File: src/rtl/vsf_defines.svh
`ifndef VSF_DEFINES_SVH
`define VSF_DEFINES_SVH

// channel and bus geometry
`define VSF_NUM_CH          4
`define VSF_ADDR_W          16
`define VSF_DATA_W          32
`define VSF_TIMES_W         8
`define VSF_THRESH_W        16
`define VSF_INTERVAL_W      24
`define VSF_RATE_W          8
`define VSF_SYNC_STAGES     2

`define VSF_WINDOW_CYCLES   4000  // rate window in clocks
`define VSF_TIMEOUT_CYCLES  1500  // no edge for this long means timeout

`define VSF_EN_DEFAULT      {`VSF_NUM_CH{1'b1}}
`define VSF_TIMES_DEFAULT   3
`define VSF_THRESH_DEFAULT  16

`define VSF_ADDR_FILTER_EN   16'h0000
`define VSF_ADDR_STABLE      16'h0004
`define VSF_ADDR_TIMEOUT     16'h0008
`define VSF_ADDR_RATE_RAW    16'h000C
`define VSF_ADDR_RATE_FILT   16'h0010
`define VSF_ADDR_TIMES_BASE  16'h1000  // channel n at base + 4n
`define VSF_ADDR_THRESH_BASE 16'h2000  // channel n at base + 4n

`endif

File: src/rtl/vsf_chan_pkg.sv
`include "vsf_defines.svh"

package vsf_chan_pkg;

    typedef logic [`VSF_TIMES_W-1:0]    times_t;     // required stable intervals
    typedef logic [`VSF_THRESH_W-1:0]   thresh_t;    // interval tolerance in clocks
    typedef logic [`VSF_INTERVAL_W-1:0] interval_t;
    typedef logic [`VSF_RATE_W-1:0]     rate_t;      // edges per window

endpackage

File: src/rtl/vsf_reg_pkg.sv
`include "vsf_defines.svh"

package vsf_reg_pkg;

    typedef logic [`VSF_ADDR_W-1:0] addr_t;
    typedef logic [`VSF_DATA_W-1:0] data_t;

    // bus word or per-channel rate bytes, ch0 in the low byte
    typedef union packed {
        data_t                                   word;
        logic [`VSF_NUM_CH-1:0][`VSF_RATE_W-1:0] rate;
    } rate_word_u;

    typedef enum logic [1:0] {
        OKAY   = 2'b00,
        SLVERR = 2'b10
    } axil_resp_e;

endpackage

File: src/rtl/vs_filter_axi.sv
`timescale 1ns/100ps
`include "vsf_defines.svh"

module vs_filter_axi (
    input  logic                     S_AXI_ACLK,
    input  logic                     S_AXI_ARESETN,
    input  vsf_reg_pkg::addr_t       s_axi_awaddr,
    input  logic                     s_axi_awvalid,
    output logic                     s_axi_awready,
    input  vsf_reg_pkg::data_t       s_axi_wdata,
    input  logic [`VSF_DATA_W/8-1:0] s_axi_wstrb,
    input  logic                     s_axi_wvalid,
    output logic                     s_axi_wready,
    output logic [1:0]               s_axi_bresp,
    output logic                     s_axi_bvalid,
    input  logic                     s_axi_bready,
    input  vsf_reg_pkg::addr_t       s_axi_araddr,
    input  logic                     s_axi_arvalid,
    output logic                     s_axi_arready,
    output vsf_reg_pkg::data_t       s_axi_rdata,
    output logic [1:0]               s_axi_rresp,
    output logic                     s_axi_rvalid,
    input  logic                     s_axi_rready,
    input  logic [`VSF_NUM_CH-1:0]   vs_in,
    output logic [`VSF_NUM_CH-1:0]   vs_out,
    output logic [`VSF_NUM_CH-1:0]   vs_stable,
    output logic [`VSF_NUM_CH-1:0]   vs_timeout
);

    logic                                   wr_req;
    vsf_reg_pkg::addr_t                     wr_addr;
    vsf_reg_pkg::data_t                     wr_data;
    logic                                   rd_req;
    vsf_reg_pkg::addr_t                     rd_addr;
    logic                                   rd_done;
    vsf_reg_pkg::data_t                     rd_data;
    logic [`VSF_NUM_CH-1:0]                 filter_en;
    vsf_chan_pkg::times_t [`VSF_NUM_CH-1:0] times;
    vsf_chan_pkg::thresh_t [`VSF_NUM_CH-1:0] thresh;
    logic [`VSF_NUM_CH-1:0]                 vs_sync;    // raw VS after synchronizer
    vsf_chan_pkg::rate_t [`VSF_NUM_CH-1:0]  rate_raw;
    vsf_chan_pkg::rate_t [`VSF_NUM_CH-1:0]  rate_filt;

    vsf_axil_slave u_slave (.*);

    vsf_regbank u_regbank (.*);

    //////////////////////////////////////////////////////////////////////
    // one filter per VS channel
    for (genvar i = 0; i < `VSF_NUM_CH; i++) begin : g_ch
        vsf_vs_filter u_filter (
            .S_AXI_ACLK    (S_AXI_ACLK),
            .S_AXI_ARESETN (S_AXI_ARESETN),
            .vs_in         (vs_in[i]),
            .filter_en     (filter_en[i]),
            .times         (times[i]),
            .thresh        (thresh[i]),
            .vs_sync       (vs_sync[i]),
            .vs_out        (vs_out[i]),
            .stable        (vs_stable[i]),
            .timeout       (vs_timeout[i])
        );
    end

    vsf_rate_meter u_meter (
        .vs_filt (vs_out),   // filtered edges come from the gated output
        .*
    );

endmodule

File: src/rtl/vsf_axil_slave.sv
`timescale 1ns/100ps
`include "vsf_defines.svh"

module vsf_axil_slave (
    input  logic                     S_AXI_ACLK,
    input  logic                     S_AXI_ARESETN,
    input  vsf_reg_pkg::addr_t       s_axi_awaddr,
    input  logic                     s_axi_awvalid,
    output logic                     s_axi_awready,
    input  vsf_reg_pkg::data_t       s_axi_wdata,
    input  logic [`VSF_DATA_W/8-1:0] s_axi_wstrb,
    input  logic                     s_axi_wvalid,
    output logic                     s_axi_wready,
    output logic [1:0]               s_axi_bresp,
    output logic                     s_axi_bvalid,
    input  logic                     s_axi_bready,
    input  vsf_reg_pkg::addr_t       s_axi_araddr,
    input  logic                     s_axi_arvalid,
    output logic                     s_axi_arready,
    output vsf_reg_pkg::data_t       s_axi_rdata,
    output logic [1:0]               s_axi_rresp,
    output logic                     s_axi_rvalid,
    input  logic                     s_axi_rready,
    output logic                     wr_req,
    output vsf_reg_pkg::addr_t       wr_addr,
    output vsf_reg_pkg::data_t       wr_data,
    output logic                     rd_req,
    output vsf_reg_pkg::addr_t       rd_addr,
    input  logic                     rd_done,
    input  vsf_reg_pkg::data_t       rd_data
);

    logic wr_go;    // address and data both offered, no response pending
    logic aw_hs;
    logic ar_hs;
    logic rd_pend;  // read in flight until rdata is taken

    assign wr_go = s_axi_awvalid & s_axi_wvalid & ~s_axi_awready & ~s_axi_bvalid;
    assign aw_hs = s_axi_awready & s_axi_awvalid & s_axi_wvalid;
    assign ar_hs = s_axi_arready & s_axi_arvalid;

    assign s_axi_bresp = vsf_reg_pkg::OKAY;
    assign s_axi_rresp = vsf_reg_pkg::OKAY;

    //////////////////////////////////////////////////////////////////////
    // write channel
    always_ff @(posedge S_AXI_ACLK) begin
        if (!S_AXI_ARESETN) begin
            s_axi_awready <= 1'b0;
            s_axi_wready  <= 1'b0;
            s_axi_bvalid  <= 1'b0;
            wr_req        <= 1'b0;
        end else begin
            s_axi_awready <= wr_go;   // one-cycle ready pulse
            s_axi_wready  <= wr_go;
            wr_req        <= aw_hs;
            if (aw_hs)
                s_axi_bvalid <= 1'b1;
            else if (s_axi_bready)
                s_axi_bvalid <= 1'b0;
        end
    end

    //////////////////////////////////////////////////////////////////////
    // read channel
    always_ff @(posedge S_AXI_ACLK) begin
        if (!S_AXI_ARESETN) begin
            s_axi_arready <= 1'b0;
            s_axi_rvalid  <= 1'b0;
            rd_req        <= 1'b0;
            rd_pend       <= 1'b0;
        end else begin
            s_axi_arready <= s_axi_arvalid & ~s_axi_arready & ~rd_pend;
            rd_req        <= ar_hs;
            if (ar_hs)
                rd_pend <= 1'b1;
            else if (s_axi_rvalid && s_axi_rready)
                rd_pend <= 1'b0;
            if (rd_done)
                s_axi_rvalid <= 1'b1;  // bank answers one cycle after rd_req
            else if (s_axi_rready)
                s_axi_rvalid <= 1'b0;
        end
    end

    always_ff @(posedge S_AXI_ACLK) begin
        if (aw_hs) begin
            wr_addr <= s_axi_awaddr;
            wr_data <= s_axi_wdata;
        end
        if (ar_hs)
            rd_addr <= s_axi_araddr;
        if (rd_done)
            s_axi_rdata <= rd_data;
    end

    a_bvalid_hold: assert property (@(posedge S_AXI_ACLK) disable iff (!S_AXI_ARESETN)
        s_axi_bvalid && !s_axi_bready |=> s_axi_bvalid);

    a_rvalid_hold: assert property (@(posedge S_AXI_ACLK) disable iff (!S_AXI_ARESETN)
        s_axi_rvalid && !s_axi_rready |=> s_axi_rvalid && $stable(s_axi_rdata));

    // register map only takes full words
    a_full_word: assert property (@(posedge S_AXI_ACLK) disable iff (!S_AXI_ARESETN)
        aw_hs |-> &s_axi_wstrb);

endmodule

File: src/rtl/vsf_rate_meter.sv
`timescale 1ns/100ps
`include "vsf_defines.svh"

module vsf_rate_meter (
    input  logic                                  S_AXI_ACLK,
    input  logic                                  S_AXI_ARESETN,
    input  logic [`VSF_NUM_CH-1:0]                vs_sync,
    input  logic [`VSF_NUM_CH-1:0]                vs_filt,
    output vsf_chan_pkg::rate_t [`VSF_NUM_CH-1:0] rate_raw,
    output vsf_chan_pkg::rate_t [`VSF_NUM_CH-1:0] rate_filt
);

    localparam int WIN_W = $clog2(`VSF_WINDOW_CYCLES);

    logic [WIN_W-1:0]                      win_cnt;
    logic                                  win_end;
    logic [`VSF_NUM_CH-1:0]                sync_d;
    logic [`VSF_NUM_CH-1:0]                filt_d;
    vsf_chan_pkg::rate_t [`VSF_NUM_CH-1:0] raw_cnt;
    vsf_chan_pkg::rate_t [`VSF_NUM_CH-1:0] filt_cnt;
    vsf_chan_pkg::rate_t [`VSF_NUM_CH-1:0] raw_nxt;
    vsf_chan_pkg::rate_t [`VSF_NUM_CH-1:0] filt_nxt;

    function automatic vsf_chan_pkg::rate_t sat_add(vsf_chan_pkg::rate_t c, logic e);
        return (e && ~&c) ? c + 1'b1 : c;   // stick at 255
    endfunction

    assign win_end = (win_cnt == WIN_W'(`VSF_WINDOW_CYCLES - 1));

    always_comb begin
        for (int n = 0; n < `VSF_NUM_CH; n++) begin
            raw_nxt[n]  = sat_add(raw_cnt[n], vs_sync[n] & ~sync_d[n]);
            filt_nxt[n] = sat_add(filt_cnt[n], vs_filt[n] & ~filt_d[n]);
        end
    end

    always_ff @(posedge S_AXI_ACLK) begin
        if (!S_AXI_ARESETN) begin
            win_cnt   <= '0;
            sync_d    <= '0;
            filt_d    <= '0;
            raw_cnt   <= '0;
            filt_cnt  <= '0;
            rate_raw  <= '0;
            rate_filt <= '0;
        end else begin
            win_cnt <= win_end ? '0 : win_cnt + 1'b1;
            sync_d  <= vs_sync;
            filt_d  <= vs_filt;
            if (win_end) begin
                rate_raw  <= raw_nxt;    // latch, hold for the next window
                rate_filt <= filt_nxt;
                raw_cnt   <= '0;
                filt_cnt  <= '0;
            end else begin
                raw_cnt  <= raw_nxt;
                filt_cnt <= filt_nxt;
            end
        end
    end

    a_rate_hold: assert property (@(posedge S_AXI_ACLK) disable iff (!S_AXI_ARESETN)
        !win_end |=> $stable(rate_raw) && $stable(rate_filt));

endmodule

File: src/rtl/vsf_regbank.sv
`timescale 1ns/100ps
`include "vsf_defines.svh"

module vsf_regbank (
    input  logic                                   S_AXI_ACLK,
    input  logic                                   S_AXI_ARESETN,
    input  logic                                   wr_req,
    input  vsf_reg_pkg::addr_t                     wr_addr,
    input  vsf_reg_pkg::data_t                     wr_data,
    input  logic                                   rd_req,
    input  vsf_reg_pkg::addr_t                     rd_addr,
    input  logic [`VSF_NUM_CH-1:0]                 vs_stable,
    input  logic [`VSF_NUM_CH-1:0]                 vs_timeout,
    input  vsf_chan_pkg::rate_t [`VSF_NUM_CH-1:0]  rate_raw,
    input  vsf_chan_pkg::rate_t [`VSF_NUM_CH-1:0]  rate_filt,
    output logic                                   rd_done,
    output vsf_reg_pkg::data_t                     rd_data,
    output logic [`VSF_NUM_CH-1:0]                 filter_en,
    output vsf_chan_pkg::times_t [`VSF_NUM_CH-1:0] times,
    output vsf_chan_pkg::thresh_t [`VSF_NUM_CH-1:0] thresh
);

    vsf_reg_pkg::rate_word_u raw_word;
    vsf_reg_pkg::rate_word_u filt_word;
    vsf_reg_pkg::data_t      rd_mux;

    function automatic vsf_reg_pkg::addr_t chan_addr(vsf_reg_pkg::addr_t base, int n);
        return base + vsf_reg_pkg::addr_t'(4 * n);
    endfunction

    always_ff @(posedge S_AXI_ACLK) begin
        if (!S_AXI_ARESETN) begin
            filter_en <= `VSF_EN_DEFAULT;
            for (int n = 0; n < `VSF_NUM_CH; n++) begin
                times[n]  <= vsf_chan_pkg::times_t'(`VSF_TIMES_DEFAULT);
                thresh[n] <= vsf_chan_pkg::thresh_t'(`VSF_THRESH_DEFAULT);
            end
        end else if (wr_req) begin
            if (wr_addr == `VSF_ADDR_FILTER_EN)
                filter_en <= wr_data[`VSF_NUM_CH-1:0];
            for (int n = 0; n < `VSF_NUM_CH; n++) begin
                if (wr_addr == chan_addr(`VSF_ADDR_TIMES_BASE, n))
                    times[n] <= wr_data[`VSF_TIMES_W-1:0];
                if (wr_addr == chan_addr(`VSF_ADDR_THRESH_BASE, n))
                    thresh[n] <= wr_data[`VSF_THRESH_W-1:0];
            end
        end
    end

    always_comb begin
        for (int n = 0; n < `VSF_NUM_CH; n++) begin
            raw_word.rate[n]  = rate_raw[n];
            filt_word.rate[n] = rate_filt[n];
        end
    end

    always_comb begin
        rd_mux = '0;   // unmapped reads give zero
        case (rd_addr)
            `VSF_ADDR_FILTER_EN: rd_mux[`VSF_NUM_CH-1:0] = filter_en;
            `VSF_ADDR_STABLE:    rd_mux[`VSF_NUM_CH-1:0] = vs_stable;
            `VSF_ADDR_TIMEOUT:   rd_mux[`VSF_NUM_CH-1:0] = vs_timeout;
            `VSF_ADDR_RATE_RAW:  rd_mux = raw_word.word;
            `VSF_ADDR_RATE_FILT: rd_mux = filt_word.word;
            default: ;
        endcase
        for (int n = 0; n < `VSF_NUM_CH; n++) begin
            if (rd_addr == chan_addr(`VSF_ADDR_TIMES_BASE, n))
                rd_mux[`VSF_TIMES_W-1:0] = times[n];
            if (rd_addr == chan_addr(`VSF_ADDR_THRESH_BASE, n))
                rd_mux[`VSF_THRESH_W-1:0] = thresh[n];
        end
    end

    always_ff @(posedge S_AXI_ACLK) begin
        if (!S_AXI_ARESETN)
            rd_done <= 1'b0;
        else
            rd_done <= rd_req;   // fixed one-cycle read latency
    end

    always_ff @(posedge S_AXI_ACLK) begin
        if (rd_req)
            rd_data <= rd_mux;
    end

endmodule

File: src/rtl/vsf_vs_filter.sv
`timescale 1ns/100ps
`include "vsf_defines.svh"

module vsf_vs_filter (
    input  logic                  S_AXI_ACLK,
    input  logic                  S_AXI_ARESETN,
    input  logic                  vs_in,
    input  logic                  filter_en,
    input  vsf_chan_pkg::times_t  times,
    input  vsf_chan_pkg::thresh_t thresh,
    output logic                  vs_sync,
    output logic                  vs_out,
    output logic                  stable,
    output logic                  timeout
);

    logic [`VSF_SYNC_STAGES-1:0] sync_q;
    logic                        sync_d;      // previous vs_sync
    logic                        rise;
    vsf_chan_pkg::interval_t     cnt;         // clocks since last rising edge
    vsf_chan_pkg::interval_t     prev_int;    // last measured interval
    vsf_chan_pkg::interval_t     diff;
    vsf_chan_pkg::times_t        stab_cnt;
    vsf_chan_pkg::times_t        stab_nxt;
    logic                        tmo_hit;
    logic                        timeout_nxt;
    logic                        stable_nxt;

    assign vs_sync = sync_q[`VSF_SYNC_STAGES-1];
    assign rise    = vs_sync & ~sync_d;
    assign diff    = (cnt > prev_int) ? cnt - prev_int : prev_int - cnt;
    assign tmo_hit = (cnt == vsf_chan_pkg::interval_t'(`VSF_TIMEOUT_CYCLES - 1));

    //////////////////////////////////////////////////////////////////////
    // stability rule, evaluated on each synchronized rising edge
    always_comb begin
        stab_nxt    = stab_cnt;
        timeout_nxt = timeout;
        if (rise) begin
            timeout_nxt = 1'b0;
            if (diff <= vsf_chan_pkg::interval_t'(thresh))
                stab_nxt = (stab_cnt >= times) ? times : stab_cnt + 1'b1;
            else
                stab_nxt = '0;   // interval jumped, start over
        end else if (tmo_hit) begin
            timeout_nxt = 1'b1;
            stab_nxt    = '0;
        end
        stable_nxt = (stab_nxt >= times) && !timeout_nxt;
    end

    always_ff @(posedge S_AXI_ACLK) begin
        if (!S_AXI_ARESETN) begin
            sync_q   <= '0;
            sync_d   <= 1'b0;
            cnt      <= '0;
            prev_int <= '0;
            stab_cnt <= '0;
            timeout  <= 1'b0;
            stable   <= 1'b0;
            vs_out   <= 1'b0;
        end else begin
            sync_q   <= {sync_q[`VSF_SYNC_STAGES-2:0], vs_in};
            sync_d   <= vs_sync;
            stab_cnt <= stab_nxt;
            timeout  <= timeout_nxt;
            stable   <= stable_nxt;
            vs_out   <= vs_sync & (~filter_en | stable_nxt);  // gate matches stable
            if (rise) begin
                prev_int <= cnt;
                cnt      <= '0;
            end else if (~&cnt) begin
                cnt <= cnt + 1'b1;   // saturate, timeout fires once
            end
        end
    end

    a_flags_excl: assert property (@(posedge S_AXI_ACLK) disable iff (!S_AXI_ARESETN)
        timeout |-> !stable && stab_cnt == '0);

endmodule

File: config.mk
export PLATFORM = sky130hd
export DESIGN_NAME = vs_filter_axi
export DESIGN_NICKNAME = d
export VERILOG_FILES = /design/src/rtl/vsf_chan_pkg.sv /design/src/rtl/vsf_reg_pkg.sv /design/src/rtl/vs_filter_axi.sv /design/src/rtl/vsf_axil_slave.sv /design/src/rtl/vsf_rate_meter.sv /design/src/rtl/vsf_regbank.sv /design/src/rtl/vsf_vs_filter.sv
export VERILOG_INCLUDE_DIRS = /design/src /design/src/rtl
export SDC_FILE = /design/constraint.sdc
export NUM_CORES = 2
export LEC_CHECK = 0
export BUFFER_PORTS_ARGS = -buffer_cell sky130_fd_sc_hd__buf_2
export CORE_MARGIN = 4
export CORE_UTILIZATION = 41
export CTS_CLUSTER_DIAMETER = 150
export DETAILED_ROUTE_END_ITERATION = 10
export SETUP_SLACK_MARGIN = 0.02
export SLEW_MARGIN = 20
export SYNTH_ARGS = -nofsm -noshare
export SYNTH_HDL_FRONTEND = slang
export SYNTH_HIERARCHICAL = 1
export SYNTH_SLANG_ARGS = --single-unit
File: constraint.sdc
create_clock -name S_AXI_ACLK -period 9.4 [get_ports S_AXI_ACLK]
set_input_delay 0.47 -clock S_AXI_ACLK [delete_from_list [all_inputs] [get_ports S_AXI_ACLK]]
set_output_delay 0.47 -clock S_AXI_ACLK [all_outputs]
set_load 0.005 [all_outputs]
==> summary.txt <==
Drt
  – Drt wl/cell: 18.84 um
  – Vias per cell: roughly 5.6
  – Via count: 33850
  – Detailed-route DRC error count: 0
  – Total Wirelength: around 110 mm
  – Drt pass-1 iters: 6
  – DRT iter0 DRCs: between 2000 and 2500
  – Antenna violation net count after detailed routing: 0

CTS
  – Worst-case clock buffer depth: 3
  – Sink Count: around 600
  – Num CTS Buffers: 74
  – Clk_lat worst skew: approximately 650 ps
  – Clock tree from TritonCTS: done
  – Number of gates resized after cts: 0
  – CTS hold repair buffers: 35
  – CTS Root Cell: clkbuf_16
  – Post-CTS Setup Bufs: 0
  – Register clock-pin slew on the reported worst setup and hold paths: roughly 60 ps
  – CTS H-tree lvls: 3

Synth
  – Synthesized area: around 40000 um2
  – Synthesized area per cell: roughly 8.4 um2
  – Mapped Cells: approximately 4700
  – Yosys Warn Count: 6

Global routing
  – Global-route wire length before repair: 180.2 mm
  – Grt total ovfl: 0
  – Initial antenna violation count: 4
  – Vias in the first global route: 32110
  – GR Util All Layers: 21.76%
  – Maximum number of pins on one net before global-route repair: 74

Setup path
  – Largest stage delay, worst path: 640 ps
  – Reg-to-reg critical path endpoint: g_ch[2].u_filter/vs_out
  – CP Data Required Time: 9880 ps
  – Highest-delay cell along the critical path: ha_1
  – Critical path class: reg2reg
  – CP startpoint kind: flop
  – Reg2Reg Depth: 29
  – Data arrival, critical path: between 8000 and 9000 ps
  – Reg2reg setup slack: 1490 ps
  – CP Capture Type: flop
  – RR Startpoint: g_ch[2].u_filter/cnt[17]
  – Crit Path Max Fanout: 24
  – Crit path top cell by count: a21o_1

Die
  – Die Span Y: around 320 um
  – Core Rows: approximately 110
  – Initial core utilization: 41.50%
  – Die X-Extent: about 320 um
  – Top Ports: between 100 and 150
  – Core footprint: roughly 95000 um2
  – Die area: ~100000 um2

Finish
  – Nets: 5157
  – Non-filler cells, final: just over 6000
  – Layout cells sized above 1: approximately 8%
  – Inserted Diodes: 0
  – Finished Cell Area: between 40000 and 50000 um2
  – Commonest cells after routing, fill and taps aside: nand2_1, dfxtp_1, a21oi_1
  – Area Growth Syn to Fin: 10.37%
  – Commonest non-fill, non-tap cell in the layout: nand2_1

Power and ir drop
  – Total power: around 6.6 mW
  – LEAKAGE: approximately 17 nW
  – Cell Pwr Density: between 150 and 200 nW/um2
  – Max IR drop VDD: 141.9 uV

Placement
  – Placed cells: 5891
  – IO buf count: about 110
  – Cell Area, Placed: between 40000 and 50000 um2
  – Placer Congestion: between 0.9 and 1
  – HPWL after DPL: roughly 86 mm

STA
  – Clk_skew: 30.49 ps
  – Crit path time final: a little under 8000 ps
  – RSZ-0062 raised after global routing: false
  – Slew margin rel.: roughly a quarter
  – Final Hold Fails: 0
  – Final setup TNS: 0 ps
  – Fin. max-slew vios: 0
  – Period utilization: around 84%
  – Fmax: between 100 and 150 MHz
  – Setup Viol. Count Final: 0
  – Worst-Margin Slew: between 1000 and 1500 ps

Worst hold path
  – Origin of the worst min-delay path: vs_in[3]
  – Hold WC Path Type: in2reg
  – Worst Hold Depth: 2
  – Worst hold path endpoint: g_ch[3].u_filter/sync_q[0]

Run
  – Maximum Capacitance Violations: 0

Status
  – Status: finished clean
==> registers in the layout (all words and copies together), names as in the netlist, 12 cells and up <==
name / count
u_meter/filt_cnt: 32
u_regbank/times: 32
u_meter/raw_cnt: 32
u_slave/rd_addr: 16
u_meter/win_cnt: 12
u_regbank/thresh: 64
u_regbank/rd_data: 32
u_meter/rate_raw: 32
u_slave/s_axi_rdata: 32
u_slave/wr_data: 16
g_ch.u_filter/stab_cnt: 32
u_meter/rate_filt: 32
g_ch.u_filter/prev_int: 96
g_ch.u_filter/cnt: 96
u_slave/wr_addr: 16
==> critical path: cells and delay by family (launching register included) <==
kind                     cells  cell delay (ps)
AND/OR/NAND/NOR             11             2660
flip-flops                   1              430
AO/OA/AOI/OAI               13             3180
buffers and inverters        1              110
XOR/XNOR                     1              140
adder cells (fa/ha/maj)      3             1240
==> cell type report <==
type | instances | area (um2)
multi-input cells | 3543 | 23660
fillers | 9432 | 51640
clock inverters | 29 | 401.6
inverters | 331 | 1242
flip-flops and latches | 616 | 13450
clock buffers | 107 | 2201
well taps | 1265 | 1583
repair buffers | 171 | 1110
==> how the worst max path moves through the flow <==
stage,to,from
6_report,g_ch[2].u_filter/vs_out,g_ch[2].u_filter/cnt[17]
2_1_floorplan,g_ch[2].u_filter/vs_out,g_ch[2].u_filter/cnt[16]
4_1_cts,g_ch[2].u_filter/vs_out,g_ch[2].u_filter/cnt[17]
3_3_place_gp,g_ch[3].u_filter/vs_out,g_ch[3].u_filter/cnt[2]
3_5_place_dp,g_ch[1].u_filter/vs_out,g_ch[1].u_filter/cnt[19]
5_1_grt,g_ch[1].u_filter/vs_out,g_ch[1].u_filter/cnt[17]
==> where the power goes <==
group	total [mW]	internal [mW]	switching [mW]	leakage, nW
logic	0.831	0.342	0.490	10.8
registers	2.73	2.70	0.0224	5.06
clock network	3.02	1.81	1.20	1.26
==> layer usage <==
layer  track usage, %  routed length (um)
met5                0                   0
met4            6.425                3375
met1            30.43               53750
met2            35.01               51190
met3            2.987                5915
==> through the flow <==
stage	util, %	hold slack, ps	worst slack (ps)
3_3_place_gp	42.71	402.9	1528
2_1_floorplan	-	400.3	2701
6_report	45.81	37.20	1493
5_1_grt	45.81	15.67	913.1
3_5_place_dp	42.71	404.5	1530
4_1_cts	45.81	0.8351	1479
Power figures use the tool's default switching activity.
